[src/core_pkg.sv]
`default_nettype none

package core_pkg;

    // datapath and register file geometry.
    localparam int XLEN           = 32;  // width of every data word.
    localparam int ARCH_REG_COUNT = 32;  // registers visible to software.
    localparam int PHYS_REG_COUNT = 64;  // registers behind the rename map.

    // index widths.
    localparam int AREG_W = 5;  // indexes the architectural registers.
    localparam int PREG_W = 6;  // indexes the physical registers.
    localparam int TAG_W  = 6;  // wide enough for 64 outstanding instructions.

    // execution unit latencies.
    localparam int MUL_STAGES = 3;   // registered stages in the multiplier.
    localparam int DIV_CYCLES = 32;  // one quotient bit per iteration.

endpackage

`default_nettype wire

[src/div_unit.sv]
`timescale 1ns/1ns
`default_nettype none

module div_unit (
    input  logic                        clk,
    input  logic                        reset,
    input  logic                        start,
    input  logic [core_pkg::XLEN-1:0]   a,
    input  logic [core_pkg::XLEN-1:0]   b,
    input  logic [core_pkg::PREG_W-1:0] preg,
    input  logic [core_pkg::TAG_W-1:0]  tag,
    output logic                        busy,
    output logic                        wb_valid,
    output logic [core_pkg::PREG_W-1:0] wb_preg,
    output logic [core_pkg::TAG_W-1:0]  wb_tag,
    output logic [core_pkg::XLEN-1:0]   wb_data
);
    import core_pkg::*;

    logic            run;
    logic [5:0]      iter_cnt;
    logic            last;
    logic [XLEN-1:0] quo_q;
    logic [XLEN-1:0] rem_q;
    logic [XLEN-1:0] dsr_q;
    logic [XLEN-1:0] rem_shift;
    logic [XLEN:0]   diff;
    logic [XLEN-1:0] quo_next;

    // shift the next dividend bit into the remainder and try the subtraction.
    assign rem_shift = {rem_q[XLEN-2:0], quo_q[XLEN-1]};
    assign diff      = {1'b0, rem_shift} - {1'b0, dsr_q};
    // a zero divisor never borrows, giving all ones.
    assign quo_next  = {quo_q[XLEN-2:0], ~diff[XLEN]};
    assign last      = run && (iter_cnt == 6'(DIV_CYCLES - 1));
    assign busy      = run || wb_valid;

    always_ff @(posedge clk) begin
        if (reset) begin
            run      <= 1'b0;
            iter_cnt <= '0;
            wb_valid <= 1'b0;
        end else begin
            wb_valid <= last;
            if (start && !busy) begin
                run      <= 1'b1;
                iter_cnt <= '0;
            end else if (run) begin
                iter_cnt <= iter_cnt + 1'b1;
                if (last) run <= 1'b0;
            end
        end
    end

    always_ff @(posedge clk) begin
        if (start && !busy) begin
            quo_q   <= a;
            rem_q   <= '0;
            dsr_q   <= b;
            wb_preg <= preg;
            wb_tag  <= tag;
        end else if (run) begin
            quo_q <= quo_next;
            rem_q <= diff[XLEN] ? rem_shift : diff[XLEN-1:0];  // restore on borrow.
        end
        if (last) wb_data <= quo_next;
    end

endmodule

`default_nettype wire

[config.mk]
export PLATFORM = sky130hd
export DESIGN_NAME = div_unit
export DESIGN_NICKNAME = d
export VERILOG_FILES = /design/src/core_pkg.sv /design/src/div_unit.sv
export SDC_FILE = /design/constraint.sdc
export NUM_CORES = 1
export LEC_CHECK = 0
export ABC_CLOCK_PERIOD_IN_PS = 4700
export BUFFER_PORTS_ARGS = -buffer_cell sky130_fd_sc_hd__clkbuf_2
export CAP_MARGIN = 20
export CORE_MARGIN = 4
export CORE_UTILIZATION = 31
export CTS_CLUSTER_DIAMETER = 40
export DETAILED_ROUTE_END_ITERATION = 10
export PLACE_DENSITY_LB_ADDON = 0.3
export SETUP_SLACK_MARGIN = 0.3
export SYNTH_ARGS = -nofsm -noshare
export SYNTH_HDL_FRONTEND = slang
export SYNTH_SLANG_ARGS = --single-unit
[constraint.sdc]
create_clock -name clk -period 4.7 [get_ports clk]
set_input_delay 0.94 -clock clk [delete_from_list [all_inputs] [get_ports clk]]
set_output_delay 0.94 -clock clk [all_outputs]
set_load 0.005 [all_outputs]
; After elaboration in Yosys (flattened, before gate mapping)
; Cells that the tools add are included.
[word_totals]
register_bits = 147
input_bits = 79
[classes]
add_sub_neg = 2
eq_ne = 1
n_mux = 6
bitwise_logic = 1
reduce_logical = 6
[op_table]
columns = operator, n
row1 = $mux 32, 2
row2 = $sub 32x32->33, 1
row3 = $mux 31, 1
row4 = $add 6x1->6 const B, 1
row5 = $eq 6x5->1 const B, 1
row6 = $mux 1, 3
row7 = $logic_and 1x1->1, 2
row8 = $reduce_bool 2->1, 1
row9 = $reduce_or 2->1, 1
row10 = $logic_not 1->1, 1
row11 = $logic_or 1x1->1, 1
row12 = $not 1->1, 1

; Depth between registers and ports, before layout
[logic_depth]
ltp_word = 5
ltp_mapped = 13
ltp_nobuf = 13

; Worst setup path after synthesis
; No wires, ideal clock.
[synth_path]
kind = in2reg
startpoint = input start
endpoint = register quo_q[25], data pin
setup_time_ps = 263
arrival_ps = 3294
t_required_ps = 4437
path_slack_ps = 1143
path_stages = 4
path_buffers = 1
path_cell_list = inv_1 nor2_1 clkbuf_1 mux2_2
[synth_via]
elab_chain_cells = 2
[synth_lines]
columns = item, line
row1 = start: declaration, div_unit.sv:7  ; input logic start,
row2 = $logic_and 1x1->1, div_unit.sv:56  ; if (start && !busy) begin
row3 = $mux 32, div_unit.sv:56
row4 = end signal: assignment, div_unit.sv:63  ; quo_q <= quo_next;
row5 = end: declaration, div_unit.sv:23  ; logic [XLEN-1:0] quo_q;
; Every way passes these cells.
; A chain may end at the register's enable or synchronous reset.

; Worst setup path after layout
[layout_path]
startpoint = register quo_q[31]
endpoint = register rem_q[23]
[layout_via]
elab_chain_cells = 2
[layout_lines]
columns = item, line
row1 = $sub 32x32->33, div_unit.sv:32  ; assign diff = {1'b0, rem_shift} - {1'b0, dsr_q};
row2 = $mux 31, div_unit.sv:64  ; rem_q <= diff[XLEN] ? rem_shift : diff[XLEN-1:0];
row3 = end signal: assignment, div_unit.sv:64
row4 = end: declaration, div_unit.sv:24  ; logic [XLEN-1:0] rem_q;
; Every way passes these cells.

==> results_dict.tcl <==
set metrics [dict create \
    antenna_cells 0 \
    die_h_um 157.7 \
    synthArstFlopShare_pct 0 \
    finClkSkew_ps 13.01 \
    routed_wl_um 15570 \
    peakVddDrop_v 0.0002146 \
    antenna_found_initial 0 \
    post-cts-setup-buffers 0 \
    finalSetupTns_ps 0 \
    crit_chain "inv_1 -> ha_1 -> fa_1 -> nand2b_1 -> a21oi_2 -> o22ai_2 -> o31ai_4 -> a21oi_2 -> a2111oi_4 -> o22ai_4 -> buf_4 -> a32o_1 -> a31o_2" \
    muxShareOfSynthArea_pct 5.311 \
    gp_congestion 0.8035 \
    hold_ws_ps 445.9 \
    synth_seq_cells 147 \
    crit_path_start "quo_q[31]" \
    dpl_worst_slack_ps 1171 \
    min_to "wb_data[19]" \
    worstMarginPinSlew_ps 937.9 \
    synth_top_family_by_area "compound AO/OA/AOI/OAI gates" \
    synth_compound_area_share_pct 14.26 \
    num_io_pins 125 \
    synthAdderAreaFrac_pct 6.229 \
    whs_path_depth 0 \
    hpwl_um 10710 \
    setup_slack_ps 1163 \
    criticalPathCategory "reg -> reg" \
    drt_pass1_iterations 4 \
    drive_gt1_share_pct 28.63 \
    netlist.top_cell.by_area "edfxtp_1" \
    cellPowerDensity_nw_per_um2 372.8 \
    area_growth_pct 22.09 \
    synth_cells 578 \
    yosysSeqAreaShare_pct 57.89 \
    fp.coreArea_um2 21960 \
    vias 4827 \
    fmax_mhz 282.7 \
    cts_max_level 4 \
    rows 54 \
    slew_violations 0 \
    die_x_um 157.7 \
    period_needed_ps 3537 \
    end_kind "register" \
    cap_violations 0 \
    critPathMaxStageDelay_ps 420 \
    synth_xor_area_share_pct 3.780 \
    cp.buffers_inverters 2 \
    cts.sinks 147 \
    synthFlopType "edfxtp_1" \
    cp_top_family "compound AO/OA/AOI/OAI gates" \
    grt_pass1_vias 4875 \
    routedWlPerCell_um 15.64 \
    rsz0062_at_grt "false" \
    worstPathMaxFanout 54 \
    drc 0 \
    status "complete, no violations" \
    root_buffer "clkbuf_16" \
    cp.arrival_ps 3850 \
    synthTopCellsByCount "edfxtp_1, nand2_1, inv_1" \
    synth_edf_count 108 \
    synth_simple_gate_area_share_pct 8.695 \
    hold_buffers 0 \
    final_nets 816 \
    hold_viol_final 0 \
    clock_latency_ps 420 \
    grt_pass1_wl_um 25390 \
    worstReg2RegStart "quo_q[31]" \
    num-fill-cells 2129 \
    synth.avg_cell_area_um2 12.02 \
    finalSetupViolations 0 \
    fin_crit_sh_pct 75.27 \
    synthTopCellsByArea "edfxtp_1, dfxtp_1, ha_1, mux2_2, nand2_1" \
    synth_most_common_cell "edfxtp_1" \
    ctsResizeCount 0 \
    hp-class "reg -> reg" \
    dpl_cell_area_um2 7893 \
    maxSlewHeadroom_pct 37.40 \
    io_buffer_count 124 \
    grt_max_degree 55 \
    numCtsBuffers 17 \
    ant_nets 0 \
    final_cell_area_um2 8486 \
    grt_remaining_overflow 0 \
    grt_usage_pct 13.01 \
    cp_data_required_time_ps 5020 \
    synth_nets 691 \
    critPathSlowestCell "fa_1" \
    critPathMostFrequentCell "a21oi_2" \
    leakage_nw 3.469 \
    cts_buffer_depth 2 \
    rrSetupSlack_ps 1160 \
    synth_top_area_share_pct 46.66 \
    yosys_warnings 0 \
    ys_types 54 \
    cp-start-kind "register" \
    cts_tree "yes" \
    r2r-end "rem_q[23]" \
    die_area_um2 24880 \
    hold_start "quo_q[18]" \
    syn_area_um2 6950 \
    avgViaCountPerCell 4.846 \
    clkSlewWorstSetupHoldPaths_ps 70 \
    drt_iter0_markers 161 \
    reg2reg_depth 13 \
    initial_core_util_pct 31.65 \
]
-- power breakdown --
part           internal, mW  switching (mW)
combinational         0.118           0.155
sequential             1.48          0.0286
clock                 0.761           0.616
total                  2.36           0.800
-- worst max-delay path by stage --
stage | end | slack (ps) | cells after the start
finish | rem_q[23] | 1160 | 13
global route | rem_q[23] | 930 | 13
CTS | rem_q[23] | 1160 | 13
detailed placement | rem_q[23] | 1170 | 13
global placement | rem_q[23] | 1230 | 13
floorplan | quo_q[25] | 1140 | 4
-- metal layers --
layer	wire [µm]	track usage, %	vias to the layer above
li1	-	-	2409
met4	199	4.465	0
met5	0	0	-
met3	795	3.827	16
met1	7186	16.70	2299
met2	7394	21.04	103
-- cells by family (layout without fill, tap and decap cells) --
family                     Yosys count  in the layout
DFF                                147            147
AOI/OAI and AO/OA                  137            137
and+or+nand+nor                    128            128
buffers and inverters               69            207
adders and majority gates           34             34
muxes                               33             33
xor gates and xnor gates            30             30
-- sequential cells by signal, indices dropped and copies added (netlist names) --
register and flops:
wb_data 32, wb_valid 1, rem_q 31, dsr_q 32, wb_tag 6, wb_preg 6
quo_q 32, iter_cnt 6, run 1
-- worst reg2reg max path: stages, from the launching register on --
cell	delay, ps
edfxtp_1	360
inv_1	50
ha_1	220
fa_1	420
nand2b_1	200
a21oi_2	170
o22ai_2	150
o31ai_4	380
a21oi_2	170
a2111oi_4	370
o22ai_4	120
buf_4	320
a32o_1	330
a31o_2	200
-- placed cells by master, fill, tap and decap left out, drive strengths merged, types with 4 or more instances in the layout --
cell type  instances
inv               52
nor2              21
a211oi             8
a21o              15
a32oi             10
xnor2             14
edfxtp           108
nand3             30
dfxtp             39
mux2              31
o21bai             5
ha                33
o21a               4
o31ai              8
buf                7
nand2             47
nor3               4
xor2              16
a21oi             31
nand4              5
o21ai             22
and3               4
o311ai            18
clkbuf           142
-- layout make-up --
| class | count | area, µm² | area share [%] |
|---|---|---|---|
| sequential | 147 | 4024 | 47.42 |
| inverter | 44 | 165.2 | 1.946 |
| clock inverter | 14 | 163.9 | 1.932 |
| tap | 280 | 350.3 | 4.129 |
| clock buffer | 18 | 429.2 | 5.058 |
| multi-input combinational | 362 | 2680 | 31.58 |
| timing repair buffer | 131 | 673.1 | 7.933 |
-- stage by stage --
step                utilization (%)  instances  total power, mW
CTS                           38.64        996            3.215
global route                  38.64        996            3.314
finish                        38.64        996            3.163
global placement              35.94        964            1.816
floorplan                         -        578            1.718
detailed placement            35.94        964            1.822
No activity file was read; power rests on OpenSTA's default activity.
