[config.mk]
export PLATFORM = sky130hd
export DESIGN_NAME = issue_control
export DESIGN_NICKNAME = d
export VERILOG_FILES = /design/src/core_pkg.sv /design/src/isa_pkg.sv /design/src/issue_control.sv
export SDC_FILE = /design/constraint.sdc
export NUM_CORES = 1
export LEC_CHECK = 0
export BUFFER_PORTS_ARGS = -buffer_cell sky130_fd_sc_hd__buf_2
export CORE_MARGIN = 5
export CORE_UTILIZATION = 49
export CTS_CLUSTER_DIAMETER = 80
export DETAILED_ROUTE_END_ITERATION = 6
export GPL_TIMING_DRIVEN = 0
export PLACE_DENSITY = 0.88
export SETUP_SLACK_MARGIN = 0.2
export SYNTH_ARGS = -nofsm -noshare
export SYNTH_HDL_FRONTEND = slang
export SYNTH_SLANG_ARGS = --single-unit
[constraint.sdc]
create_clock -name clk -period 5.8 [get_ports clk]
set_clock_uncertainty 0.1 [all_clocks]
set_input_delay 0.87 -clock clk [delete_from_list [all_inputs] [get_ports clk]]
set_output_delay 0.87 -clock clk [all_outputs]
set_load 0.02 [all_outputs]
[src/core_pkg.sv]
`default_nettype none

package core_pkg;

    // datapath and register file geometry.
    localparam int XLEN           = 32;  // width of every data word.
    localparam int ARCH_REG_COUNT = 32;  // registers visible to software.
    localparam int PHYS_REG_COUNT = 64;  // registers behind the rename map.

    // index widths.
    localparam int AREG_W = 5;  // indexes the architectural registers.
    localparam int PREG_W = 6;  // indexes the physical registers.
    localparam int TAG_W  = 6;  // wide enough for 64 outstanding instructions.

    // execution unit latencies.
    localparam int MUL_STAGES = 3;   // registered stages in the multiplier.
    localparam int DIV_CYCLES = 32;  // one quotient bit per iteration.

endpackage

`default_nettype wire

[src/isa_pkg.sv]
`default_nettype none

package isa_pkg;

    typedef enum logic [2:0] {
        OP_ADD,  // rd = rs1 + rs2.
        OP_SUB,  // rd = rs1 - rs2.
        OP_LI,   // rd = imm.
        OP_MUL,  // rd = low half of rs1 * rs2.
        OP_DIV   // rd = rs1 / rs2, unsigned.
    } opcode_t;

    typedef enum logic [1:0] {
        UNIT_ALU,
        UNIT_MUL,
        UNIT_DIV
    } unit_t;

    // Load-immediate shares the ALU since it needs no memory port.
    function automatic unit_t unit_of(input opcode_t op);
        case (op)
            OP_MUL:  return UNIT_MUL;
            OP_DIV:  return UNIT_DIV;
            default: return UNIT_ALU;
        endcase
    endfunction

endpackage

`default_nettype wire

[src/issue_control.sv]
`timescale 1ns/1ns
`default_nettype none

module issue_control (
    input  logic                        clk,
    input  logic                        reset,
    input  logic                        instr_valid,
    input  isa_pkg::opcode_t            instr_op,
    input  logic [core_pkg::AREG_W-1:0] instr_rd,
    input  logic [core_pkg::AREG_W-1:0] instr_rs1,
    input  logic [core_pkg::AREG_W-1:0] instr_rs2,
    input  logic [core_pkg::XLEN-1:0]   instr_imm,
    input  logic [core_pkg::TAG_W-1:0]  instr_tag,
    input  logic                        src1_valid,
    input  logic                        src2_valid,
    input  logic                        old_valid,
    input  logic                        free_empty,
    input  logic [core_pkg::PREG_W-1:0] new_preg,
    input  logic [core_pkg::XLEN-1:0]   src1_data,
    input  logic [core_pkg::XLEN-1:0]   src2_data,
    input  logic                        div_busy,
    output logic                        instr_ready,
    output logic                        alloc,
    output logic [core_pkg::AREG_W-1:0] held_rd,
    output logic [core_pkg::AREG_W-1:0] held_rs1,
    output logic [core_pkg::AREG_W-1:0] held_rs2,
    output logic                        issue_alu,
    output logic                        issue_mul,
    output logic                        issue_div,
    output isa_pkg::opcode_t            issue_op,
    output logic [core_pkg::XLEN-1:0]   issue_a,
    output logic [core_pkg::XLEN-1:0]   issue_b,
    output logic [core_pkg::PREG_W-1:0] issue_preg,
    output logic [core_pkg::TAG_W-1:0]  issue_tag,
    output logic                        alu_wb_valid,
    output logic [core_pkg::PREG_W-1:0] alu_wb_preg,
    output logic [core_pkg::TAG_W-1:0]  alu_wb_tag,
    output logic [core_pkg::XLEN-1:0]   alu_wb_data,
    output logic                        busy
);
    import core_pkg::*;
    import isa_pkg::*;

    typedef enum logic {ST_IDLE, ST_WAIT} state_t;

    state_t                state;
    opcode_t               held_op;
    logic [XLEN-1:0]       held_imm;
    logic [TAG_W-1:0]      held_tag;
    unit_t                 held_unit;
    logic                  unit_ok;
    logic                  go;
    logic [MUL_STAGES-1:0] mul_track;  // mirrors the multiplier's stage valids.

    assign held_unit = unit_of(held_op);
    assign unit_ok   = (held_unit != UNIT_DIV) || !div_busy;
    assign go        = (state == ST_WAIT) && src1_valid && src2_valid && old_valid
                       && !free_empty && unit_ok;

    assign instr_ready = (state == ST_IDLE);
    assign alloc       = go;
    assign issue_alu   = go && (held_unit == UNIT_ALU);
    assign issue_mul   = go && (held_unit == UNIT_MUL);
    assign issue_div   = go && (held_unit == UNIT_DIV);
    assign issue_op    = held_op;
    assign issue_a     = src1_data;
    assign issue_b     = (held_op == OP_LI) ? held_imm : src2_data;
    assign issue_preg  = (held_rd == '0) ? '0 : new_preg;  // x0 results are dropped.
    assign issue_tag   = held_tag;
    assign busy        = (state == ST_WAIT) || alu_wb_valid || (|mul_track) || div_busy;

    always_ff @(posedge clk) begin
        if (reset) begin
            state        <= ST_IDLE;
            mul_track    <= '0;
            alu_wb_valid <= 1'b0;
        end else begin
            mul_track    <= {mul_track[MUL_STAGES-2:0], issue_mul};
            alu_wb_valid <= issue_alu;
            case (state)
                ST_IDLE: if (instr_valid) state <= ST_WAIT;
                ST_WAIT: if (go) state <= ST_IDLE;
            endcase
        end
    end

    always_ff @(posedge clk) begin
        if (instr_valid && instr_ready) begin
            held_op  <= instr_op;
            held_rd  <= instr_rd;
            held_rs1 <= instr_rs1;
            held_rs2 <= instr_rs2;
            held_imm <= instr_imm;
            held_tag <= instr_tag;
        end
        // single-cycle ALU writing back on the cycle after issue.
        if (issue_alu) begin
            alu_wb_preg <= issue_preg;
            alu_wb_tag  <= issue_tag;
            case (issue_op)
                OP_ADD:  alu_wb_data <= issue_a + issue_b;
                OP_SUB:  alu_wb_data <= issue_a - issue_b;
                default: alu_wb_data <= issue_b;  // load-immediate passes the immediate.
            endcase
        end
    end

endmodule

`default_nettype wire

### After elaboration in Yosys (flattened, before gate mapping)

Cells that the tools add are included.

* register bits after elaboration: 105
* input bits: 134
* logic and storage cells: 48
* output and inout port bits: 145

* bitwise operators: 1
* equal/unequal tests: 7
* add/subtract/negate cells: 2
* reduce and logical (&&, ||, !) cells: 19
* mux-type cells: 7

Operators with widths (count)
* $pmux 32 s2: 1
* $add 32x32->32: 1
* $mux 32: 1
* $sub 32x32->32: 1
* $logic_and 1x1->1: 9
* $eq 3x2->1 const B: 2
* $mux 6: 1
* $logic_not 5->1: 1
* $logic_or 1x1->1: 4
* $pmux 2 s2: 1
* $eq 3x1->1 const B: 1
* $eq 3x3->1 const B: 1
* $logic_not 3->1: 1
* $reduce_or 3->1: 1
* $eq 2x1->1 const B: 1
* $eq 2x2->1 const B: 1
* $logic_not 1->1: 2
* $logic_not 2->1: 1
* $mux 1: 2
* $ne 2x2->1 const B: 1
* $pmux 1 s2: 1
* $not 1->1: 1

### Logic depth before layout (Yosys ltp)

Gate-level depths: netlist (run 1).

* depth in word-level cells: 7
* mapped depth: 20
* depth with buffers taken out: 19

### Least setup slack after synthesis (run 1)

OpenSTA, ideal clock, no wires.

* kind: flip-flop to flip-flop
* start point: register held_op[2] (netlist: issue_op[2])
* end point: register alu_wb_data[28] in the netlist's numbering, data pin
* setup time: 0.272 ns
* setup slack: 0.956 ns
* buffers on the path: 2
* cell stages (with the launch flop): 21
* required time: 5.428 ns
* arrival: 4.472 ns
* clock period less this slack: 4.844 ns
* cell sequence: edfxtp_1 -> nor3b_2 -> buf_6 -> clkbuf_1 -> mux2i_1 -> nand2_1 -> nor2_1 -> nand2_1 -> nor2_1 -> nor2_1 -> xnor2_1 -> ha_1 -> a21o_1 -> a21o_1 -> a221o_1 -> a31oi_1 -> o31ai_2 -> a221oi_1 -> o21ai_0 -> xnor2_1 -> mux2i_1

* longest elaborated chain between the ends: 4
* elaborated cells on any way between the ends: 7
* classes of those cells: 2 x add/sub; 2 x eq/ne; 2 x mux; 1 x reduce/logical

RTL lines
* start, declared: line issue_control.sv:47 `opcode_t held_op;`
* start signal, assigned: line issue_control.sv:89 `held_op <= instr_op;`
* $eq 3x2->1: line issue_control.sv:67 `assign issue_b = (held_op == OP_LI) ? held_imm : src2_data;`
* $mux 32: line issue_control.sv:67
* $sub 32x32->32 / $add 32x32->32 (equally long branches): line issue_control.sv:102, issue_control.sv:101
* $pmux 32 s2 (*): line issue_control.sv:100 `case (issue_op)`
* end signal, assigned: line issue_control.sv:101 `OP_ADD: alu_wb_data <= issue_a + issue_b;`
* end signal, assigned: line issue_control.sv:102 `OP_SUB: alu_wb_data <= issue_a - issue_b;`
* end signal, assigned: line issue_control.sv:103 `default: alu_wb_data <= issue_b;`
* end, declared: line issue_control.sv:38 `output logic [core_pkg::XLEN-1:0] alu_wb_data,`

Mark *: on every way between the ends. The rest lies on a longest branch, timed or not.
A chain may end at the register's enable or synchronous reset.

### Final worst setup path (run 1)

* start point: register held_op[2] (netlist: issue_op[2])
* end point: register alu_wb_data[30] in the netlist's numbering, data pin

The elaborated chain is that of the path after synthesis.

==> results of run 1 <==
Yosys cell counts (4+ instances only):
cell type,instances,share of area [%]
nand2b_1,7,0.67
nand2_1,56,3.2
xor2_1,13,1.7
nor4_1,9,0.86
dfxtp_1,5,1.5
a21o_1,18,2.1
o21bai_1,4,0.46
clkbuf_1,12,0.69
nand3_1,6,0.46
nor3_1,21,1.6
inv_1,35,2.0
mux2i_1,29,4.4
edfxtp_1,100,46
buf_4,33,3.8
or4_1,4,0.46
o31ai_1,5,0.57
o21ai_0,20,1.5
ha_1,31,5.9
nor2_1,52,3.0
xnor2_1,44,5.9
nor2b_1,11,1.1
a31oi_1,6,0.57
a21oi_1,54,4.1
and2_1,5,0.48
repair_timing:
item                                    4_1_cts  5_1_grt
endpoints found under the setup margin        5       12
setup buffers                                 0        4
cloned                                        0        0
resized for setup                             4       17
pin swaps                                     0        3
hold endpoints to repair                      0        0
final cells by class:
cell class / count / area [um2]
sequential: 105 / 3100
timing repair buffer: 284 / 1460
antenna: 2 / 5.00
inverter: 35 / 131
multi-input combinational: 440 / 3060
buffer: 50 / 334
clock buffer: 10 / 239
clock inverter: 6 / 121
tap: 176 / 220
fill: 1031 / 4510
path summary, 6_finish.rpt:
path / end / startpoint
hold / removal: alu_wb_tag[5]$_DFFE_PP_ / issue_tag[5]$_DFFE_PP_
hold reg to reg: alu_wb_tag[5]$_DFFE_PP_ / issue_tag[5]$_DFFE_PP_
setup / recovery: alu_wb_data[30]$_DFFE_PP_ / issue_op[2]$_DFFE_PP_
setup reg to reg: alu_wb_data[30]$_DFFE_PP_ / issue_op[2]$_DFFE_PP_
flip-flops by register name, summed over array words and instances (netlist names):
register,flops
issue_op,3
issue_tag,6
alu_wb_preg,6
held_rs1,5
held_rd,5
mul_track,3
alu_wb_valid,1
state,1
held_imm,32
alu_wb_tag,6
alu_wb_data,32
held_rs2,5
routing by layer:
layer	part of all wire (%)	global-route usage [%]	up-vias	routed length, um
met4	3.3	10.8	4	707
li1	-	-	2852	-
met1	36	30.0	2844	7600
met3	12	9.19	55	2550
met2	49	44.7	372	10500
met5	0.098	0	-	21
report_power, final:
| group | leakage, nW | switching, W | internal, W |
|---|---|---|---|
| Clock | 0.177 | 0.000287 | 0.000441 |
| Sequential | 0.970 | 0.0000146 | 0.000868 |
| Combinational | 2.79 | 0.000366 | 0.000259 |
| Total | 3.94 | 0.000668 | 0.00157 |
logic make-up after synthesis:
logic type	count (synthesis)	synth area share [%]
DFF	105	47.4
xor gates and xnor gates	58	7.96
and+or+nand+nor	189	13.9
muxes	32	4.98
AOI/OAI and AO/OA	129	12.6
buffers and inverters	85	6.93
adders and majority gates	32	6.23
worst max-delay path, cell delays in order (launching register included):
cell and delay, ns:
edfxtp_1 0.50, or3b_1 0.41, buf_4 0.19, mux2_2 0.27, and4_4 0.27, nand2_1 0.14, nor2_2 0.24, nand2_1 0.18
nor2_4 0.18, nor2_1 0.07, xnor2_1 0.13, ha_1 0.35, a21o_1 0.18, a21o_1 0.22, a221o_1 0.34, a31oi_1 0.22
o31ai_2 0.15, a221oi_2 0.43, o21ai_0 0.20, xnor2_1 0.17, a21oi_1 0.09
per-stage QoR:
stage                     std cells  power, W
after floorplan                 630   0.00131
after global placement         1084   0.00148
after detailed placement       1086   0.00150
after CTS                      1102   0.00222
after global routing           1108   0.00233
final                          1108   0.00224
==> results.cfg, run 1 <==
[outcome]
status = completed

[sta]
setup_viol = 0
tightest_slew_ns = 0.955
slew_headroom_pct = 36.4
finalHoldViolations = 0
timing.hold.ws_ns = 0.347
slew_viol_final = 0
rsz0062_at_grt = false
fin_ws_ns = 0.470
period_minus_slack_ns = 5.33
setup_tns_ns = 0
max_freq_mhz = 188
period_share_pct = 91.9

[finish]
final_common_cell = buf_2
design_area_um2 = 8680
drive_gt1_share_pct = 39.1
nets = 1091
final_cell_mix = buf_2, edfxtp_1, nand2_1, a21oi_1, nor2_1
syn2layout_area_growth_pct = 32.5
final_core_utilization_pct = 65.8

[cts]
clockBufferDepth = 2
cts_root_buf = clkbuf_16
ctsHoldBuffers = 0
cts_buffers = 9
clkTransAtPathRegs_ns = 0.07
clock_sinks = 105
clk_latency_ns = 0.36
cts_tree = done
htree_levels = 3

[route]
ant_nets = 0
vias = 6127
drtIter0Drc = 536
drtPass1Iterations = 6
routed_via_density = 5.53
wire_per_inst_um = 19.3
drcViolationCount = 0
wirelength_mm = 21.4

[floorplan]
coreArea_um2 = 13200
die_x_um = 126
num_rows = 42
dieArea_um2 = 15800
die_h_um = 126
ioPinCount = 279
start_util_pct = 49.7

[flow_run]
maxCapViolations = 0

[yosys]
netlist_instances = 630
synth_nets = 796
avgSynthCellArea_um2 = 10.4
synthDistinctLibCells = 60
synth-edff-count = 100
synthFlopType = edfxtp_1
netlist_area_um2 = 6550
yosysSeqAreaShare_pct = 47.4
ys_warn_count = 0
synth-seq-cells = 105
async_flop_share_pct = 0

[placed_design]
dp_slack_ns = -0.192
dpl.hpwl_mm = 16.5
placed_area_um2 = 8220
numPortBuffers = 278
place_congestion = 0.896

[hold_path]
holdPathStages = 0
hp-class = flip-flop to flip-flop

[global_route]
grt_pass1_wl_mm = 32.1
track_usage_pct = 26.2
antenna_found_initial = 4
grt_pass1_vias = 6115
grt_max_degree = 35
grt-ovfl-total = 0

[power_and_ir_drop]
irDropWorstVdd_uv = 201
leakagePower_nw = 3.94
powerDensity_nw_per_um2 = 258

[setup_path]
crit_required_ns = 5.77
end_kind = flip-flop
start_kind = flip-flop
path_max_fanout = 6
r2r_cells = 20
crit_type = flip-flop to flip-flop
critical_path_arrival_ns = 5.30
r2r_slack_ns = 0.47
(Power assumes the default switching activity.)
==> inputs of run 2 (changes only) <==
--- a/config.mk
+++ b/config.mk
@@ -6,8 +6,10 @@
 export NUM_CORES = 1
 export LEC_CHECK = 0
 export BUFFER_PORTS_ARGS = -buffer_cell sky130_fd_sc_hd__buf_2
+export CELL_PAD_IN_SITES_DETAIL_PLACEMENT = 1
+export CELL_PAD_IN_SITES_GLOBAL_PLACEMENT = 2
 export CORE_MARGIN = 5
-export CORE_UTILIZATION = 49
+export CORE_UTILIZATION = 29
 export CTS_CLUSTER_DIAMETER = 80
 export DETAILED_ROUTE_END_ITERATION = 6
 export GPL_TIMING_DRIVEN = 0
==> run 2 against run 1 <==
Effect of this change:
- register-to-register slack got worse by 0.03 ns
- largest cell class unchanged
- worst hold slack gained 0.0060 ns
- clock-buffer cell count down 1
- largest power group unchanged
- combinational power up 2%
- global-route usage shrank 7.2 points
- highest routed layer unchanged
==> results.cfg, run 2 (synthesized netlist as in run 1, its figures left out) <==
[outcome]
status = completed

[power_and_ir_drop]
irDropWorstVdd_uv = 124
totalPowerFinal_w = 0.00217
leakagePower_nw = 3.93
powerDensity_nw_per_um2 = 246

[floorplan]
ioPinCount = 279
start_util_pct = 29.2
num_rows = 55
coreArea_um2 = 22400
die_x_um = 160
die_h_um = 160
dieArea_um2 = 25700

[hold_path]
hp-class = flip-flop to flip-flop

[finish]
biggestRegsByFlops = alu_wb_data: 32 flops, held_imm: 32 flops
final_core_utilization_pct = 39.3
final_cell_mix = buf_2, edfxtp_1, nand2_1, a21oi_1, nor2_1
syn2layout_area_growth_pct = 34.7
drive_gt1_share_pct = 39.2
design_area_um2 = 8820
final_common_cell = buf_2
final.fill_count = 2682
num_antenna_cells = 0
nets = 1091

[cts]
clk_latency_ns = 0.36
clock_sinks = 105
cts_tree = done
cts_buffers = 9
clkTransAtPathRegs_ns = 0.09
cts_root_buf = clkbuf_16
clockBufferDepth = 2
htree_levels = 3

[route]
drcViolationCount = 0
drtIter0Drc = 273
routed_via_density = 4.94
drtPass1Iterations = 5
ant_nets = 0
vias = 6008
wire_per_inst_um = 20.7
wirelength_mm = 25.2

[global_route]
grt_max_degree = 29
grt-ovfl-total = 0
antenna_found_initial = 4
track_usage_pct = 19.0
grt_pass1_wl_mm = 37.2
grt_pass1_vias = 6333

[sta]
fin_ws_ns = 0.438
slew_viol_final = 0
period_share_pct = 92.4
tightest_slew_ns = 1.12
rsz0062_at_grt = true
period_minus_slack_ns = 5.36
slew_headroom_pct = 25.5
setup_viol = 0
max_freq_mhz = 187
finalHoldViolations = 0

[setup_path]
end_kind = flip-flop
path_max_fanout = 10
start_kind = flip-flop
critical_path_arrival_ns = 5.34
crit_type = flip-flop to flip-flop
crit_required_ns = 5.78

[placed_design]
place_congestion = 0.840
dpl.hpwl_mm = 20.2
placed_area_um2 = 8410
numPortBuffers = 278
dp_slack_ns = -0.420

[flow_run]
maxCapViolations = 0
==> run 2: changes by cell type in the layout (fill, tap and decap cells not counted), sizes merged <==
cell	before	now
clkbuf	22	20
inv	37	38
buf	322	323
diode	2	0
clkinv	1	4
bufinv	3	0
==> run 2: through the flow <==
stage,setup TNS [ns],instances,hold WS (ns)
final,0,1215,0.352
after floorplan,0,630,0.339
after CTS,0,1213,0.356
after global placement,-2.18,1193,0.325
after global routing,0,1215,0.374
after detailed placement,-1.59,1197,0.333
==> run 2: per-layer routing <==
layer / part of all wire (%) / global-route usage (%)
met2: 48 / 32.3
met4: 1.4 / 4.22
met1: 44 / 24.1
met3: 6.7 / 5.29
met5: 0.21 / 0
==> run 2: timing repair <==
action | in CTS | in global routing
pin swaps | 1 | 0
hold buffers | 0 | 0
buffers inserted | 0 | 2
resized for setup | 11 | 11
setup endpoints to repair | 14 | 9
==> run 2: final cells by class <==
type	count	area [um2]	share of cell area [%]
inverter	35	131	1.49
tap	285	357	4.04
timing repair buffer	284	1500	17.0
clock buffer	9	225	2.55
buffer	50	338	3.83
multi-input combinational	440	3080	34.9
clock inverter	7	93.8	1.06
sequential	105	3100	35.2
==> run 2: final timing paths <==
| check | slack [ns] | startpoint | cells after the start | end |
|---|---|---|---|---|
| min | 0.35 | issue_tag[5]$_DFFE_PP_ | 0 | alu_wb_tag[5]$_DFFE_PP_ |
| max reg2reg | 0.44 | issue_op[2]$_DFFE_PP_ | 16 | alu_wb_data[29]$_DFFE_PP_ |
| max | 0.44 | issue_op[2]$_DFFE_PP_ | 16 | alu_wb_data[29]$_DFFE_PP_ |
| min reg2reg | 0.35 | issue_tag[5]$_DFFE_PP_ | 0 | alu_wb_tag[5]$_DFFE_PP_ |
==> run 2: critical path, stage by stage, from the launching register on <==
cell	delay [ns]
edfxtp_1	0.51
nor2_1	0.42
and2_1	0.19
clkbuf_1	0.57
clkbuf_2	0.46
nor2_1	0.11
xnor2_1	0.14
ha_1	0.33
a21o_1	0.18
a21oi_1	0.31
a2111oi_2	0.17
o31ai_2	0.45
o22ai_4	0.21
a2111o_1	0.45
a31oi_1	0.21
xor2_1	0.18
a21oi_1	0.09
==> run 2: power breakdown <==
part           total, W  internal (W)  leakage (nW)  switching [W]
Combinational  0.000636      0.000260          2.81       0.000376
Sequential     0.000882      0.000867         0.970      0.0000146
Clock          0.000656      0.000315         0.154       0.000341
Total           0.00217       0.00144          3.93       0.000732
