[src/core_pkg.sv]
`default_nettype none

package core_pkg;

    // datapath and register file geometry.
    localparam int XLEN           = 32;  // width of every data word.
    localparam int ARCH_REG_COUNT = 32;  // registers visible to software.
    localparam int PHYS_REG_COUNT = 64;  // registers behind the rename map.

    // index widths.
    localparam int AREG_W = 5;  // indexes the architectural registers.
    localparam int PREG_W = 6;  // indexes the physical registers.
    localparam int TAG_W  = 6;  // wide enough for 64 outstanding instructions.

    // execution unit latencies.
    localparam int MUL_STAGES = 3;   // registered stages in the multiplier.
    localparam int DIV_CYCLES = 32;  // one quotient bit per iteration.

endpackage

`default_nettype wire

[src/mul_pipe.sv]
`timescale 1ns/1ns
`default_nettype none

module mul_pipe (
    input  logic                        clk,
    input  logic                        reset,
    input  logic                        start,
    input  logic [core_pkg::XLEN-1:0]   a,
    input  logic [core_pkg::XLEN-1:0]   b,
    input  logic [core_pkg::PREG_W-1:0] preg,
    input  logic [core_pkg::TAG_W-1:0]  tag,
    output logic                        wb_valid,
    output logic [core_pkg::PREG_W-1:0] wb_preg,
    output logic [core_pkg::TAG_W-1:0]  wb_tag,
    output logic [core_pkg::XLEN-1:0]   wb_data
);
    import core_pkg::*;

    logic [MUL_STAGES-1:0] vld_q;
    logic [PREG_W-1:0]     preg_q [MUL_STAGES];
    logic [TAG_W-1:0]      tag_q  [MUL_STAGES];
    logic [XLEN-1:0]       a_q;
    logic [XLEN-1:0]       b_q;
    logic [XLEN-1:0]       prod_q;

    always_ff @(posedge clk) begin
        if (reset) begin
            vld_q <= '0;
        end else begin
            vld_q <= {vld_q[MUL_STAGES-2:0], start};  // a new item may enter every cycle.
        end
    end

    always_ff @(posedge clk) begin
        a_q     <= a;           // stage one captures the operands.
        b_q     <= b;
        prod_q  <= a_q * b_q;   // stage two keeps the low half of the product.
        wb_data <= prod_q;      // stage three drives the write port.
        preg_q[0] <= preg;
        tag_q[0]  <= tag;
        for (int i = 1; i < MUL_STAGES; i++) begin
            preg_q[i] <= preg_q[i-1];
            tag_q[i]  <= tag_q[i-1];
        end
    end

    assign wb_valid = vld_q[MUL_STAGES-1];
    assign wb_preg  = preg_q[MUL_STAGES-1];
    assign wb_tag   = tag_q[MUL_STAGES-1];

endmodule

`default_nettype wire

[config.mk]
export PLATFORM = sky130hd
export DESIGN_NAME = mul_pipe
export DESIGN_NICKNAME = d
export VERILOG_FILES = /design/src/core_pkg.sv /design/src/mul_pipe.sv
export SDC_FILE = /design/constraint.sdc
export NUM_CORES = 1
export LEC_CHECK = 0
export ABC_AREA = 1
export BUFFER_PORTS_ARGS = -buffer_cell sky130_fd_sc_hd__buf_2
export CAP_MARGIN = 10
export CORE_MARGIN = 1.5
export CORE_UTILIZATION = 60
export CTS_CLUSTER_SIZE = 16
export DETAILED_ROUTE_END_ITERATION = 8
export GPL_ROUTABILITY_DRIVEN = 0
export GPL_TIMING_DRIVEN = 0
export PLACE_DENSITY_LB_ADDON = 0.15
export SETUP_SLACK_MARGIN = 0.05
export SYNTH_ARGS = -nofsm -noshare
export SYNTH_HDL_FRONTEND = slang
export SYNTH_SLANG_ARGS = --single-unit
[constraint.sdc]
create_clock -name clk -period 10.4 [get_ports clk]
set_clock_uncertainty 0.2 [all_clocks]
set_input_delay 2.08 -clock clk [delete_from_list [all_inputs] [get_ports clk]]
set_output_delay 2.08 -clock clk [all_outputs]
set_load 0.05 [all_outputs]
-- Yosys cells after proc, flatten, opt, wreduce, memory -nomap -nowiden
Memories as Yosys holds them, arrays and structs flattened.
Cells that the tools add are included.
- multiply operators: 1
- operator list (kind ; number):
    $mul A32 B32 Y32 ; 1
- bits in writable memories: 36
- word-level logic and storage cells: 8
- flip-flop bits (word level): 131
- memories: 2
- memory list (memory ; depth ; width ; rd ports ; clocked after memory_dff ; wr ports ; RTL line ; source):
    preg_q ; 3 ; 6 ; 3 ; 0 ; 3 ; mul_pipe.sv:20 ; logic [PREG_W-1:0] preg_q [MUL_STAGES];
    tag_q ; 3 ; 6 ; 3 ; 0 ; 3 ; mul_pipe.sv:21 ; logic [TAG_W-1:0] tag_q [MUL_STAGES];

-- Longest topological paths before layout
Gate-level depths: netlist of the first run.
- word-level depth: 1
- mapped depth: 30
- depth with buffers taken out: 28

-- Worst setup path before layout of the first run
Ideal clock, no wire load.
- path kind: flip-flop to flip-flop
- start point: reg b_q[2]
- end point: reg prod_q[30]
- library setup time: 0.072 ns
- data arrival time: 6.220 ns
- path slack: 3.908 ns
- cell stages (with the launch flop): 25
- path through: dfxtp_1 > clkbuf_1 > buf_1 > nand2_1 > fa_1 > inv_1 > fa_1 > inv_1 > fa_1 > fa_1 > inv_1 > fa_1 > fa_1 > fa_1 > fa_1 > ha_1 > nand2_1 > nor2_1 > inv_1 > nor2_1 > nand2_1 > o211ai_2 > nand2_1 > nand2_1 > xor2_1
- cells in the longest elaborated chain, start to end: 1
- RTL lines (item ; RTL line ; source):
    start: declaration ; mul_pipe.sv:23 ; logic [XLEN-1:0] b_q;
    start signal: assignment ; mul_pipe.sv:36 ; b_q <= b;
    $mul A32 B32 Y32 ; mul_pipe.sv:37 ; prod_q <= a_q * b_q;
    end signal: assignment ; mul_pipe.sv:37 ;
    end: declaration ; mul_pipe.sv:24 ; logic [XLEN-1:0] prod_q;
Every way passes these cells.
A chain may end at the register's enable or synchronous reset.

-- Worst setup path in the final report of the first run
- start point: reg a_q[3]
- end point: reg prod_q[31]
- cells in the longest elaborated chain, start to end: 1
- RTL lines (item ; RTL line ; source):
    start: declaration ; mul_pipe.sv:22 ; logic [XLEN-1:0] a_q;
    start signal: assignment ; mul_pipe.sv:35 ; a_q <= a;
    $mul A32 B32 Y32 ; mul_pipe.sv:37 ;
Every way passes these cells.

==> results of run 1 <==
-- stage by stage --
stage / setup slack, ns / cells / cell area, µm² / utilization / hold WS [ns]
global route: 2.01 / 3113 / 22200 / 0.663 / 0.132
floorplan: 3.91 / 2510 / 20500 / - / 0.110
global placement: 2.54 / 3081 / 21600 / 0.646 / 0.109
CTS: 2.42 / 3113 / 22200 / 0.663 / 0.118
detailed placement: 2.50 / 3081 / 21600 / 0.646 / 0.112
finish: 2.24 / 3113 / 22200 / 0.663 / 0.120
-- worst register-to-register path: stages, from the launching register on --
cell      delay [ns]
dfxtp_1         0.33
clkbuf_1        0.64
clkbuf_1        0.83
nand2_1         0.16
inv_1           0.13
fa_1            0.42
inv_1           0.09
fa_1            0.44
inv_1           0.08
ha_1            0.25
fa_1            0.49
inv_1           0.05
fa_1            0.46
fa_1            0.53
fa_1            0.48
fa_1            0.59
inv_1           0.06
ha_1            0.37
a21oi_1         0.22
o21bai_1        0.09
a21oi_1         0.17
o211ai_1        0.11
a31oi_1         0.65
inv_1           0.09
nand2_1         0.09
nand2_1         0.04
-- logic make-up after synthesis --
kind of cell,synth area share
buffers and inverters,0.174
AO/OA/AOI/OAI,0.0190
flip-flops,0.163
XOR/XNOR,0.0175
adder cells (fa/ha/maj),0.474
AND/OR/NAND/NOR,0.152
-- cell type report --
type / instances / area [µm²] / share of cell area
multi-input cells: 1426 / 13600 / 0.610
flip-flops and latches: 167 / 3340 / 0.150
inverters: 800 / 3000 / 0.135
repair buffers: 123 / 616 / 0.0277
plain buffers: 117 / 566 / 0.0254
well taps: 448 / 561 / 0.0252
clock buffers: 17 / 425 / 0.0191
clock inverters: 15 / 158 / 0.00709
-- cells in the mapped netlist (8+ instances only) --
cell | instances | area share
nor2_1 | 33 | 0.0061
o21ai_0 | 9 | 0.0022
fa_1 | 408 | 0.40
nand2_1 | 683 | 0.13
clkbuf_1 | 70 | 0.013
dfxtp_1 | 167 | 0.16
nand2_2 | 12 | 0.0037
buf_2 | 13 | 0.0032
xnor2_1 | 19 | 0.0081
a21oi_1 | 33 | 0.0081
xor2_1 | 22 | 0.0094
inv_1 | 792 | 0.15
buf_4 | 21 | 0.0077
ha_1 | 123 | 0.075
buf_1 | 8 | 0.0015
nand3_1 | 41 | 0.010
-- registers in the layout, summed over array words and instances (netlist names) --
register and cells:
wb_data 32, preg_q 18, prod_q 32, tag_q 18, vld_q 3, b_q 32
a_q 32
-- cells in the final DEF, fill, tap and decap left out, drive strengths merged, types with 6 or more instances in the layout --
master,n
clkbuf,88
buf,169
xor2,22
fa,408
nand3,44
clkinv,6
a21oi,34
xnor2,19
ha,123
dfxtp,167
nor2,35
o21ai,13
inv,807
nand2,695
-- per-layer routing --
metal | up-vias | global-route usage | wire length, µm
li1 | 7203 | - | -
met1 | 7710 | 0.431 | 20800
met2 | 859 | 0.505 | 24400
met3 | 146 | 0.0837 | 6340
met4 | 0 | 0.170 | 3130
met5 | - | 0 | 0
-- final timing paths --
check,cells after the start,from,end,slack (ns)
max reg2reg,25,a_q[3]$_DFF_P_,prod_q[31]$_DFF_P_,2.24
max,25,a_q[3]$_DFF_P_,prod_q[31]$_DFF_P_,2.24
min reg2reg,0,prod_q[30]$_DFF_P_,wb_data[30]$_DFF_P_,0.12
min,0,prod_q[30]$_DFF_P_,wb_data[30]$_DFF_P_,0.12
==> impl_metrics.tcl, run 1 <==
set metrics [dict create \
    relSlewSlack 0.163 \
    critPathCaptureType "register" \
    ys_types 41 \
    die_area_mm2 0.0352 \
    ant_nets 0 \
    fin_tns_setup_ns 0 \
    ctsHoldBuffers 0 \
    cp_max_fo 10 \
    cts_tree "done" \
    path_class "reg -> reg" \
    synth-edff-count 0 \
    drc 0 \
    track_usage 0.328 \
    vias 15918 \
    syn_area_per_cell_um2 8.16 \
    wl_per_cell_um 17.6 \
    worstPathArrival_ns 8.32 \
    drt_pass1_iterations 5 \
    crit_slowest_cell "clkbuf_1" \
    port_buffers 123 \
    final_max_slew_viol_count 0 \
    clock.fmax_ghz 0.123 \
    clock_latency_ns 0.48 \
    grt_pass1_vias 16398 \
    hold_class "reg -> reg" \
    slowest_delay_ns 0.83 \
    netlist_instances 2510 \
    die_w_um 188 \
    min_period_over_period 0.785 \
    htreeDepth 4 \
    maxCapViolCount 0 \
    setup_viol 0 \
    synth-async-reset-ratio 0 \
    grt_max_degree 19 \
    cp_common_cell "fa_1" \
    finalNetCount 3262 \
    drtIter0Drc 1406 \
    wl_um 54700 \
    cts_root_buf "clkbuf_16" \
    layout-drive-gt1-share 0.0837 \
    path_clk_slew_ns 0.09 \
    io_pins 124 \
    die_h_um 188 \
    grt_pass1_wl_um 86600 \
    clockBufferDepth 2 \
    ys.warnings.count 0 \
    synth_nets 3120 \
    numCtsBuffers 17 \
    finalHoldViolations 0 \
    num_rows 67 \
    worst_pin_slew_ns 1.25 \
    startpoint_type "register" \
    synth_area_mm2 0.0205 \
    cp_data_required_time_ns 10.56 \
    synth-main-ff-cell "dfxtp_1" \
    hpwlAfterDp_um 44700 \
    core_mm2 0.0335 \
    path_buf_inv 8 \
    post_cts_buffers 0 \
    antenna_cells 0 \
    critPathTopFamily "adder cells" \
    n_fill_cell 2881 \
    clock_sinks 167 \
    cts_resized 0 \
    synth-seq-cells 167 \
    start_util 0.611 \
    status "completed" \
    area_growth_syn_to_layout_pct 8.59 \
    period_minus_slack_ns 8.16 \
    vias_per_cell 5.11 \
    antenna_found_initial 0 \
    yosysSeqAreaShare 0.163 \
    gr-total-overflow 0 \
    rsz0062_at_grt "no" \
]
Power of run 1 is left out: the tool's default activity adds up to more than one toggle a clock period on the data nets, which glitch-free logic cannot reach.
==> inputs of run 2 (changes only) <==
--- a/config.mk
+++ b/config.mk
@@ -9,7 +9,7 @@
 export BUFFER_PORTS_ARGS = -buffer_cell sky130_fd_sc_hd__buf_2
 export CAP_MARGIN = 10
 export CORE_MARGIN = 1.5
-export CORE_UTILIZATION = 60
+export CORE_UTILIZATION = 58
 export CTS_CLUSTER_SIZE = 16
 export DETAILED_ROUTE_END_ITERATION = 8
 export GPL_ROUTABILITY_DRIVEN = 0
==> constraint.sdc (replaced) <==
create_clock -name clk -period 7 [get_ports clk]
set_clock_uncertainty 0.2 [all_clocks]
set_input_delay 1.4 -clock clk [delete_from_list [all_inputs] [get_ports clk]]
set_output_delay 1.4 -clock clk [all_outputs]
set_load 0.05 [all_outputs]
==> impl_metrics.tcl, run 2 (synthesis results as in run 1) <==
set metrics [dict create \
    finalNetCount 3296 \
    crit_slowest_cell "fa_1" \
    vias 16196 \
    cp_max_fo 10 \
    worst_pin_slew_ns 0.782 \
    rsz0062_at_grt "yes" \
    gr-total-overflow 0 \
    num_rows 68 \
    multi_input_area_mm2 0.0138 \
    numCtsBuffers 17 \
    port_buffers 123 \
    place_area_mm2 0.0217 \
    fin_tns_setup_ns 0 \
    critPathTopFamily "adder cells" \
    path_class "reg -> reg" \
    clock_latency_ns 0.48 \
    ant_nets 0 \
    grt_pass1_vias 16534 \
    clockBufferDepth 2 \
    cts_tree "done" \
    wl_met3_um 6380 \
    place_ws_ns -0.971 \
    drc 0 \
    finalHoldViolations 0 \
    slowest_delay_ns 0.62 \
    worstPathArrival_ns 6.95 \
    layout_common_cells "inv_1 (783), nand2_1 (679), fa_1 (395), dfxtp_1 (155), buf_2 (130)" \
    wl_met2_um 26000 \
    layout-drive-gt1-share 0.143 \
    core_mm2 0.0346 \
    clock.fmax_ghz 0.147 \
    die_h_um 191 \
    n_fill_cell 2827 \
    area_growth_syn_to_layout_pct 14.0 \
    ctsHoldBuffers 0 \
    track_usage 0.327 \
    worst_slack_ns 0.216 \
    clock_sinks 167 \
    startpoint_type "register" \
    min_period_over_period 0.969 \
    final_max_slew_viol_count 0 \
    met1_length_um 21500 \
    cp_common_cell "fa_1" \
    cp_data_required_time_ns 7.17 \
    critPathCaptureType "register" \
    start_util 0.591 \
    die_w_um 191 \
    postLayoutCellArea_mm2 0.0233 \
    wl_per_cell_um 18.0 \
    drt_pass1_iterations 6 \
    die_area_mm2 0.0364 \
    path_clk_slew_ns 0.09 \
    cts_root_buf "clkbuf_16" \
    grt_max_degree 17 \
    grt_pass1_wl_um 87600 \
    antenna_found_initial 1 \
    io_pins 124 \
    hold_class "reg -> reg" \
    final_core_util 0.674 \
    drtIter0Drc 1167 \
    top_layer "met4" \
    final_common_cell "inv_1" \
    path_buf_inv 8 \
    wl_um 56900 \
    setup_viol 0 \
    htreeDepth 4 \
    relSlewSlack 0.479 \
    status "completed" \
    hpwlAfterDp_um 45200 \
    seq_area_mm2 0.00337 \
    period_minus_slack_ns 6.78 \
    vias_per_cell 5.13 \
    maxCapViolCount 0 \
]
==> run 2: metal layers <==
layer  track usage  vias to the layer above
met4         0.175                        0
li1              -                     7276
met3        0.0948                      166
met1         0.413                     7889
met2         0.507                      865
met5             0                        -
==> run 2: repair_timing <==
| action | CTS | global route |
|---|---|---|
| cloned | 0 | 0 |
| endpoints found under the setup margin | 15 | 10 |
| pin swaps | 2 | 59 |
| hold endpoints to repair | 0 | 0 |
| buffers inserted | 1 | 34 |
| resized for setup | 111 | 262 |
==> run 2: worst paths after layout <==
path,slack (ns),from,depth (start not counted),end
worst max-delay path,0.22,a_q[7]$_DFF_P_,25,prod_q[31]$_DFF_P_
worst min-delay path,0.11,prod_q[27]$_DFF_P_,0,wb_data[27]$_DFF_P_
worst max register to register,0.22,a_q[7]$_DFF_P_,25,prod_q[31]$_DFF_P_
worst min register to register,0.11,prod_q[27]$_DFF_P_,0,wb_data[27]$_DFF_P_
==> run 2: worst reg2reg max path, delay by kind of cell (launching register included) <==
kind	cells	cell delay (ns)
AO/OA/AOI/OAI	5	0.94
flip-flops	1	0.35
adder cells (fa/ha/maj)	9	4.21
buffers and inverters	8	0.79
AND/OR/NAND/NOR	3	0.20
==> run 2: final cells by class <==
class / instances / area share
Clock buffer: 20 / 0.0200
Timing Repair Buffer: 158 / 0.0382
Tap cell: 455 / 0.0244
Buffer: 116 / 0.0460
Clock inverter: 12 / 0.00751
Antenna cell: 1 / 0.000107
Multi-Input combinational cell: 1426 / 0.591
Inverter: 800 / 0.129
Sequential cell: 167 / 0.144
==> run 2: through the flow <==
step | hold WS (ns) | std cells
2_1_floorplan | 0.110 | 2510
3_3_place_gp | 0.110 | 3088
3_5_place_dp | 0.112 | 3088
4_1_cts | 0.114 | 3121
5_1_grt | 0.123 | 3154
6_report | 0.114 | 3155
Power of run 2 is left out for the same reason.
==> inputs of run 3 (changes only) <==
--- a/config.mk
+++ b/config.mk
@@ -9,7 +9,7 @@
 export BUFFER_PORTS_ARGS = -buffer_cell sky130_fd_sc_hd__buf_2
 export CAP_MARGIN = 10
 export CORE_MARGIN = 1.5
-export CORE_UTILIZATION = 58
+export CORE_UTILIZATION = 60
 export CTS_CLUSTER_SIZE = 16
 export DETAILED_ROUTE_END_ITERATION = 8
 export GPL_ROUTABILITY_DRIVEN = 0
==> constraint.sdc (replaced) <==
create_clock -name clk -period 6.25 [get_ports clk]
set_clock_uncertainty 0.2 [all_clocks]
set_input_delay 1.25 -clock clk [delete_from_list [all_inputs] [get_ports clk]]
set_output_delay 1.25 -clock clk [all_outputs]
set_load 0.05 [all_outputs]
==> impl_metrics.tcl, run 3 (synthesis results as in run 1) <==
set metrics [dict create \
    grt_pass1_wl_um 97400 \
    clock.fmax_ghz 0.143 \
    slowest_delay_ns 0.55 \
    htreeDepth 4 \
    critPathCaptureType "register" \
    worst_slack_ns -0.739 \
    grt_pass1_vias 18436 \
    grt_max_degree 21 \
    finalNetCount 3429 \
    layout_common_cells "inv_1 (698), nand2_1 (610), fa_1 (339), dfxtp_1 (139), buf_2 (128)" \
    layout-drive-gt1-share 0.292 \
    io_pins 124 \
    rsz0062_at_grt "yes" \
    status "finished, violations left" \
    die_w_um 188 \
    start_util 0.611 \
    ant_nets 0 \
    dp_cells 3081 \
    wl_um 69900 \
    path_class "reg -> reg" \
    seq_area_mm2 0.00341 \
    fin_tns_setup_ns -5.49 \
    crit_slowest_cell "fa_1" \
    drtIter0Drc 1903 \
    finalHoldViolations 0 \
    hold_class "reg -> reg" \
    final_max_slew_viol_count 0 \
    cp_common_cell "fa_1" \
    final_core_util 0.789 \
    gr-total-overflow 0 \
    drc 0 \
    n_fill_cell 2071 \
    die_h_um 188 \
    num_rows 67 \
    startpoint_type "register" \
    vias_per_cell 5.46 \
    setup_viol 16 \
    cts_root_buf "clkbuf_16" \
    area_growth_syn_to_layout_pct 29.2 \
    finalNonFillerCells 3280 \
    path_clk_slew_ns 0.07 \
    die_area_mm2 0.0352 \
    clockBufferDepth 2 \
    clock_sinks 167 \
    period_minus_slack_ns 6.99 \
    worstPathArrival_ns 7.16 \
    core_mm2 0.0335 \
    violations "setup timing" \
    min_period_over_period 1.12 \
    drt_pass1_iterations 9 \
    antenna_found_initial 2 \
    port_buffers 123 \
    hpwlAfterDp_um 44700 \
    worst_pin_slew_ns 0.684 \
    relSlewSlack 0.542 \
    final_common_cell "inv_1" \
    cp_max_fo 7 \
    critPathTopFamily "adder cells" \
    cts_tree "done" \
    path_buf_inv 8 \
    maxCapViolCount 0 \
    wl_per_cell_um 21.3 \
    vias 17919 \
    cp_data_required_time_ns 6.42 \
    antenna_cells 0 \
    track_usage 0.369 \
    numCtsBuffers 17 \
    place_ws_ns -1.80 \
    clock_latency_ns 0.48 \
    multi_input_area_mm2 0.0151 \
]
-- run 3: per-layer routing --
| layer | up-vias | part of all wire | wire length [µm] | GRT usage |
|---|---|---|---|---|
| met3 | 442 | 0.13 | 8910 | 0.119 |
| met2 | 1288 | 0.45 | 31500 | 0.576 |
| met4 | 2 | 0.087 | 6100 | 0.242 |
| met1 | 8639 | 0.34 | 23400 | 0.440 |
| met5 | - | 0.00019 | 13 | 0 |
| li1 | 7548 | - | - | - |
-- run 3: path summary, 6_finish.rpt --
check,startpoint,slack (ns),depth (start not counted),end
max,b_q[2]$_DFF_P_,-0.74,25,prod_q[31]$_DFF_P_
min,prod_q[0]$_DFF_P_,0.13,0,wb_data[0]$_DFF_P_
max reg2reg,b_q[2]$_DFF_P_,-0.74,25,prod_q[31]$_DFF_P_
min reg2reg,prod_q[0]$_DFF_P_,0.13,0,wb_data[0]$_DFF_P_
-- run 3: timing repair --
action / CTS / global route
resized for setup: 459 / 289
hold buffers: 0 / 0
gates cloned: 3 / 2
setup endpoints to repair: 22 / 19
pin swaps: 201 / 185
buffers inserted: 105 / 70
-- run 3: through the flow --
step	cell area, µm²	hold WS (ns)
after global routing	26400	0.135
after global placement	21800	0.110
after floorplan	20600	0.110
after CTS	25100	0.129
after detailed placement	21800	0.112
final	26400	0.129
-- run 3: area by class of cell --
cell class,count,area share
multi-input cells,1426,0.569
flip-flops and latches,167,0.129
well taps,448,0.0212
clock inverters,15,0.00733
plain buffers,111,0.0577
repair buffers,296,0.0861
inverters,800,0.114
clock buffers,17,0.0161
-- run 3: worst reg2reg max path, delay by kind of cell (launching register included) --
| family | cells | cell delay, ns |
|---|---|---|
| AND/OR/NAND/NOR | 4 | 0.27 |
| AO/OA/AOI/OAI | 4 | 1.05 |
| flip-flops | 1 | 0.37 |
| adder cells (fa/ha/maj) | 9 | 4.36 |
| buffers and inverters | 8 | 0.66 |
Power of run 3 is left out for the same reason.
